==> config.mk <==
export PLATFORM = sky130hd
export DESIGN_NAME = bit_unit
export DESIGN_NICKNAME = d
export VERILOG_FILES = /design/src/rtl/bit_op_pkg.sv /design/src/rtl/bit_width_pkg.sv /design/src/rtl/barrel_shifter.sv /design/src/rtl/bit_counter.sv /design/src/rtl/bit_result_select.sv /design/src/rtl/bit_unit.sv
export SDC_FILE = /design/constraint.sdc
export NUM_CORES = 1
export LEC_CHECK = 0
export BUFFER_PORTS_ARGS = -buffer_cell sky130_fd_sc_hd__buf_2
export CORE_ASPECT_RATIO = 1.4
export CORE_MARGIN = 5
export CORE_UTILIZATION = 60
export CTS_BUF_LIST = sky130_fd_sc_hd__clkbuf_4 sky130_fd_sc_hd__clkbuf_8 sky130_fd_sc_hd__clkbuf_16
export DETAILED_ROUTE_END_ITERATION = 10
export PLACE_DENSITY = 0.9
export SLEW_MARGIN = 20
export SYNTH_ARGS = -nofsm -noshare
export SYNTH_HDL_FRONTEND = slang
export SYNTH_HIERARCHICAL = 1
export SYNTH_SLANG_ARGS = --single-unit
==> constraint.sdc <==
create_clock -name clk -period 12.52 [get_ports clk]
set_clock_uncertainty 0.15 [all_clocks]
set_input_delay 0 -clock clk [delete_from_list [all_inputs] [get_ports clk]]
set_output_delay 0 -clock clk [all_outputs]
set_load 0.01 [all_outputs]
==> src/rtl/bit_op_pkg.sv <==
package bit_op_pkg;

    localparam int OP_BITS = 3;

    typedef logic [OP_BITS-1:0] op_t;

    // Field positions inside an operation code
    localparam int OP_DIR_BIT   = 0;  // 0 left, 1 right
    localparam int OP_MODE_BIT  = 1;  // 0 shift, 1 rotate
    localparam int OP_CLASS_BIT = 2;  // 0 shifter, 1 counter

    // Shifter class
    localparam op_t OP_SLL = 3'b000;
    localparam op_t OP_SRL = 3'b001;
    localparam op_t OP_ROL = 3'b010;
    localparam op_t OP_ROR = 3'b011;

    // Counter class, the two low bits select the count
    // Code 111 is reserved and decodes as population count
    localparam op_t OP_CLZ = 3'b100;
    localparam op_t OP_CTZ = 3'b101;
    localparam op_t OP_POP = 3'b110;

endpackage

==> src/rtl/bit_width_pkg.sv <==
package bit_width_pkg;

    // Operand and result width
    localparam int WORD_BITS = 32;

    // A shift amount reaches WORD_BITS-1 at most
    localparam int SHAMT_BITS = $clog2(WORD_BITS);

    // One extra bit so a count can reach WORD_BITS itself
    localparam int COUNT_BITS = $clog2(WORD_BITS) + 1;

    typedef logic [WORD_BITS-1:0]  word_t;   // Operand or result word
    typedef logic [SHAMT_BITS-1:0] shamt_t;  // Shift or rotate distance
    typedef logic [COUNT_BITS-1:0] count_t;  // 0 to 32 inclusive

endpackage

==> src/rtl/barrel_shifter.sv <==
`timescale 1ns/1ps

module barrel_shifter (
    input  bit_width_pkg::word_t  d,      // Word to shift or rotate
    input  bit_width_pkg::shamt_t shift,  // Distance 0 to 31
    input  logic                  dir,    // 0 left, 1 right
    input  logic                  mode,   // 0 shift, 1 rotate
    output bit_width_pkg::word_t  y
);

    import bit_width_pkg::*;

    // Output of each power-of-two stage
    word_t stage [5];

    // In every stage the bits that leave one end come back at the other end
    // when rotating, and are masked to zero when shifting

    // Move by 1
    always_comb begin
        stage[0] = d;
        if (shift[0]) begin
            if (!dir) begin
                stage[0] = {d[WORD_BITS-2:0], mode & d[WORD_BITS-1]};
            end else begin
                stage[0] = {mode & d[0], d[WORD_BITS-1:1]};
            end
        end
    end

    // Move by 2
    always_comb begin
        stage[1] = stage[0];
        if (shift[1]) begin
            if (!dir) begin
                stage[1] = {stage[0][WORD_BITS-3:0],
                            {2{mode}} & stage[0][WORD_BITS-1:WORD_BITS-2]};
            end else begin
                stage[1] = {{2{mode}} & stage[0][1:0],
                            stage[0][WORD_BITS-1:2]};
            end
        end
    end

    // Move by 4
    always_comb begin
        stage[2] = stage[1];
        if (shift[2]) begin
            if (!dir) begin
                stage[2] = {stage[1][WORD_BITS-5:0],
                            {4{mode}} & stage[1][WORD_BITS-1:WORD_BITS-4]};
            end else begin
                stage[2] = {{4{mode}} & stage[1][3:0],
                            stage[1][WORD_BITS-1:4]};
            end
        end
    end

    // Move by 8
    always_comb begin
        stage[3] = stage[2];
        if (shift[3]) begin
            if (!dir) begin
                stage[3] = {stage[2][WORD_BITS-9:0],
                            {8{mode}} & stage[2][WORD_BITS-1:WORD_BITS-8]};
            end else begin
                stage[3] = {{8{mode}} & stage[2][7:0],
                            stage[2][WORD_BITS-1:8]};
            end
        end
    end

    // Move by 16, half the word so both rotate directions agree
    always_comb begin
        stage[4] = stage[3];
        if (shift[4]) begin
            if (!dir) begin
                stage[4] = {stage[3][WORD_BITS-17:0],
                            {16{mode}} & stage[3][WORD_BITS-1:WORD_BITS-16]};
            end else begin
                stage[4] = {{16{mode}} & stage[3][15:0],
                            stage[3][WORD_BITS-1:16]};
            end
        end
    end

    assign y = stage[4];

endmodule

==> src/rtl/bit_counter.sv <==
`timescale 1ns/1ps

module bit_counter (
    input  bit_width_pkg::word_t  d,
    input  logic [1:0]            sel,    // 00 clz, 01 ctz, 1x pop
    output bit_width_pkg::count_t count
);

    import bit_width_pkg::*;

    count_t lead_zeros;
    count_t trail_zeros;
    count_t pop_count;

    // Population adder tree, each level one bit wider
    logic [1:0] sum2  [16];
    logic [2:0] sum4  [8];
    logic [3:0] sum8  [4];
    logic [4:0] sum16 [2];

    // First set bit seen from the top decides the count
    always_comb begin
        logic hit;
        hit        = 1'b0;
        lead_zeros = count_t'(WORD_BITS);  // Zero operand
        for (int i = WORD_BITS - 1; i >= 0; i--) begin
            if (!hit && d[i]) begin
                lead_zeros = count_t'(WORD_BITS - 1 - i);
                hit        = 1'b1;
            end
        end
    end

    // Same scan from the bottom
    always_comb begin
        logic hit;
        hit         = 1'b0;
        trail_zeros = count_t'(WORD_BITS);
        for (int i = 0; i < WORD_BITS; i++) begin
            if (!hit && d[i]) begin
                trail_zeros = count_t'(i);
                hit         = 1'b1;
            end
        end
    end

    always_comb begin
        for (int i = 0; i < 16; i++) begin
            sum2[i] = {1'b0, d[2*i]} + {1'b0, d[2*i+1]};
        end
        for (int i = 0; i < 8; i++) begin
            sum4[i] = {1'b0, sum2[2*i]} + {1'b0, sum2[2*i+1]};
        end
        for (int i = 0; i < 4; i++) begin
            sum8[i] = {1'b0, sum4[2*i]} + {1'b0, sum4[2*i+1]};
        end
        for (int i = 0; i < 2; i++) begin
            sum16[i] = {1'b0, sum8[2*i]} + {1'b0, sum8[2*i+1]};
        end
        pop_count = {1'b0, sum16[0]} + {1'b0, sum16[1]};
    end

    always_comb begin
        if (sel[1]) begin
            count = pop_count;    // Also covers the reserved code
        end else if (sel[0]) begin
            count = trail_zeros;
        end else begin
            count = lead_zeros;
        end
    end

endmodule

==> src/rtl/bit_result_select.sv <==
`timescale 1ns/1ps

module bit_result_select (
    input  logic                  clk,
    input  logic                  reset,
    input  logic                  start,    // One operation per high cycle
    input  bit_op_pkg::op_t       op,
    input  bit_width_pkg::word_t  shifted,  // From the barrel shifter
    input  bit_width_pkg::count_t count,    // From the bit counter
    output bit_width_pkg::word_t  result,
    output logic                  zero,
    output logic                  done
);

    import bit_width_pkg::*;
    import bit_op_pkg::*;

    word_t chosen;

    // Counts are zero-extended to a full word
    always_comb begin
        if (op[OP_CLASS_BIT]) begin
            chosen = word_t'(count);
        end else begin
            chosen = shifted;
        end
    end

    // Capture on the start edge, hold until the next start
    always_ff @(posedge clk) begin
        if (reset) begin
            result <= '0;
            zero   <= 1'b1;   // Matches the cleared result
        end else if (start) begin
            result <= chosen;
            zero   <= (chosen == '0);
        end
    end

    // Done marks the cycle after each start
    always_ff @(posedge clk) begin
        if (reset) begin
            done <= 1'b0;
        end else begin
            done <= start;
        end
    end

endmodule

==> src/rtl/bit_unit.sv <==
`timescale 1ns/1ps

module bit_unit (
    input  logic                  clk,
    input  logic                  reset,
    input  logic                  start,
    input  bit_op_pkg::op_t       op,
    input  bit_width_pkg::word_t  operand,
    input  bit_width_pkg::shamt_t shamt,
    output bit_width_pkg::word_t  result,
    output logic                  zero,
    output logic                  done
);

    import bit_width_pkg::*;
    import bit_op_pkg::*;

    word_t  shifted;   // Shifter output
    count_t count;     // Counter output

    // Both datapaths see every operand, the class bit picks one later
    barrel_shifter u_shifter (
        .d     (operand),
        .shift (shamt),
        .dir   (op[OP_DIR_BIT]),
        .mode  (op[OP_MODE_BIT]),
        .y     (shifted)
    );

    // Low code bits double as the count select
    bit_counter u_counter (
        .d     (operand),
        .sel   ({op[OP_MODE_BIT], op[OP_DIR_BIT]}),
        .count (count)
    );

    bit_result_select u_select (
        .clk     (clk),
        .reset   (reset),
        .start   (start),
        .op      (op),
        .shifted (shifted),
        .count   (count),
        .result  (result),
        .zero    (zero),
        .done    (done)
    );

endmodule

==> metrics.yaml <==
setup_path:
  endpoint: "u_select/zero"
  r2r_end: "u_select/zero"
  crit_fanout: 13
  startpoint: "operand[23]"
  start_kind: "input port"
  required_ps: 12590
  endpoint_kind: "register"
  cp.arrival_ps: 5540
  r2r_start: "u_select/zero"
  path_class: "in -> reg"
  r2r_cells: 1
  r2r_slack_ps: 11600
yosys:
  synthFlopType: "dfxtp_1"
  synth_edf_count: 0
  synth_area_leader_cell: "mux2i_1"
  yosysTopAreaCellShare_pct: 10.5
  synth_cell_types: 90
  synth-seq-cells: 34
  ys_async_sr_fraction_pct: 0
  yosys-top-cells-count: "nor2_1, mux2i_1, o21ai_0, a21oi_1, nand2_1"
  synthesis.area_um2: 7330
  synthCells: 1026
  ys_warn_count: 6
  ys_seq_area_share_pct: 9.28
  synth_most_common_cell: "nor2_1"
  syn_avg_cell_area_um2: 7.15
  synth_area_leaders: "mux2i_1, dfxtp_1, nor2_1"
  synth_nets: 1102
place:
  place_area_um2: 7460
  place_inst: 1179
  gp_congestion: 1.11
  hpwl_um: 22400
  pre_cts_slack_ps: 6840
  portBuffers: 76
sta:
  setup_violations: 0
  slew_viol_final: 0
  setup_slack_ps: 7050
  final.period_utilization_pct: 43.7
  worstMarginPinSlew_ps: 1120
  period_minus_slack_ps: 5470
  hold_violations: 0
  max_freq_mhz: 183
  rsz0062_at_grt: "false"
  hold_slack_ps: 34.9
  fin_tns_setup_ps: 0
  relSlewSlack_pct: 23.2
cells_and_area:
  stdcell_count: 1188
  finalNetCount: 1116
  fillCellCount: 1148
  syn2layout_area_growth_pct: 3.94
  drive_above_1_share_pct: 13.8
  stdcell_area_um2: 7620
  antenna_cells: 0
routing:
  routedWlPerCell_um: 25.9
  drt_iter0_drc: 1561
  wl_met1_um: 10600
  wl_met3_um: 4130
  highest_layer: "met5"
  drc: 0
  via_count: 9072
  viasPerCell: 7.64
  wl_met2_um: 13600
  wl_um: 30800
  antenna_left: 0
  drtPass1Iterations: 9
floorplanning:
  die_x_um: 103
  die_h_um: 141
  core-area_um2: 11900
  initial_core_util_pct: 61.7
  io_pins: 77
  rows: 47
  die_area_um2: 14600
run_status:
  status: "complete, no violations"
global_route:
  grt_pass1_vias: 8254
  grt-ovfl-total: 0
  grtUsageTotal_pct: 41.4
  antenna_found_initial: 1
  grt_first_pass_wirelength_um: 47000
  grt_max_degree: 94
clock_network:
  cts.repair.resized: 0
  clk_pin_slew_ps: 50
  htree_levels: 2
  cts_tree: "done"
  post-cts-setup-buffers: 0
  root_buffer: "clkbuf_16"
  cts_hold_buf: 1
  numCtsBuffers: 5
  cts_buffer_depth: 2
  insertion_delay_ps: 280
  clock-sinks: 34
pwr:
  power.leakage_uw: 0.00304
  ir_drop_mv: 0.153
  pwr_density_cell_nw_per_um2: 112
job:
  maxCapViolations: 0
min_path:
  hp-class: "in -> reg"
==> registers in the layout, summed over array words and instances (netlist names) <==
| name | cells |
|---|---|
| u_select/done | 1 |
| u_select/result | 32 |
| u_select/zero | 1 |
==> per-layer routing <==
layer	track usage, %	vias up
met1	50.6	4117
met3	12.3	193
met2	62.4	828
met5	2.20	-
li1	-	3932
met4	25.4	2
==> worst max-delay path, stage by stage <==
cell and delay (ps):
buf_2 210, inv_1 130, fa_1 520, fa_1 520, inv_1 60, fa_1 480
inv_1 50, fa_1 470, fa_1 520, fa_1 420, inv_1 70, ha_1 160
inv_1 70, fa_1 450, inv_1 70, a21o_1 100, a21oi_1 70, xor2_1 130
a21oi_1 120, or4b_1 580, a21oi_1 170, a221o_1 150
==> power by group <==
group          total [µW]  internal [µW]  switching (µW)
clock                 123           78.6            44.0
combinational         609            232             377
sequential            120            116            3.90
total                 851            427             425
==> how the worst min path moves through the flow <==
stage,from,end,slack (ps),cells past startpoint
2_1_floorplan,reset,u_select/result[0],140,2
3_3_place_gp,start,u_select/result[1],250,2
3_5_place_dp,u_select/done,done,260,1
4_1_cts,reset,u_select/done,40,2
5_1_grt,reset,u_select/result[29],70,2
6_report,reset,u_select/done,30,2
==> stage by stage <==
stage	power, µW	utilization (%)
after floorplan	548	-
after CTS	825	64.2
after detailed placement	700	62.8
final	851	64.2
after global routing	910	64.2
after global placement	680	62.8
==> logic make-up after synthesis <==
logic type	after synthesis	share of synthesized area (%)
AO/OA/AOI/OAI	399	37.9
XOR/XNOR	3	0.358
adder cells (fa/ha/maj)	33	8.09
buffers and inverters	127	9.40
flip-flops	34	9.28
multiplexers	85	12.4
AND/OR/NAND/NOR	345	22.7
==> layout make-up <==
type | count | area, µm² | share of cell area [%]
repair buffers | 86 | 463 | 6.07
flip-flops and latches | 34 | 681 | 8.93
inverters | 48 | 180 | 2.36
clock buffers | 6 | 139 | 1.82
clock inverters | 2 | 12.5 | 0.164
well taps | 147 | 184 | 2.41
multi-input cells | 865 | 5960 | 78.2
==> cells in the final DEF, fill, tap and decap left out, drive strengths merged, types with 16 or more instances in the layout <==
cell,synthesis,layout
a211oi,42,42
a21oi,70,70
a22oi,42,42
buf,48,85
dfxtp,34,34
fa,24,24
inv,47,47
mux2i,77,77
nand2,66,66
nand2b,18,18
nand3,19,19
nor2,149,149
nor3,36,36
nor4,16,16
o211ai,16,16
o21ai,78,78
o221ai,21,21
o22ai,49,49
Power figures use the tool's default switching activity.
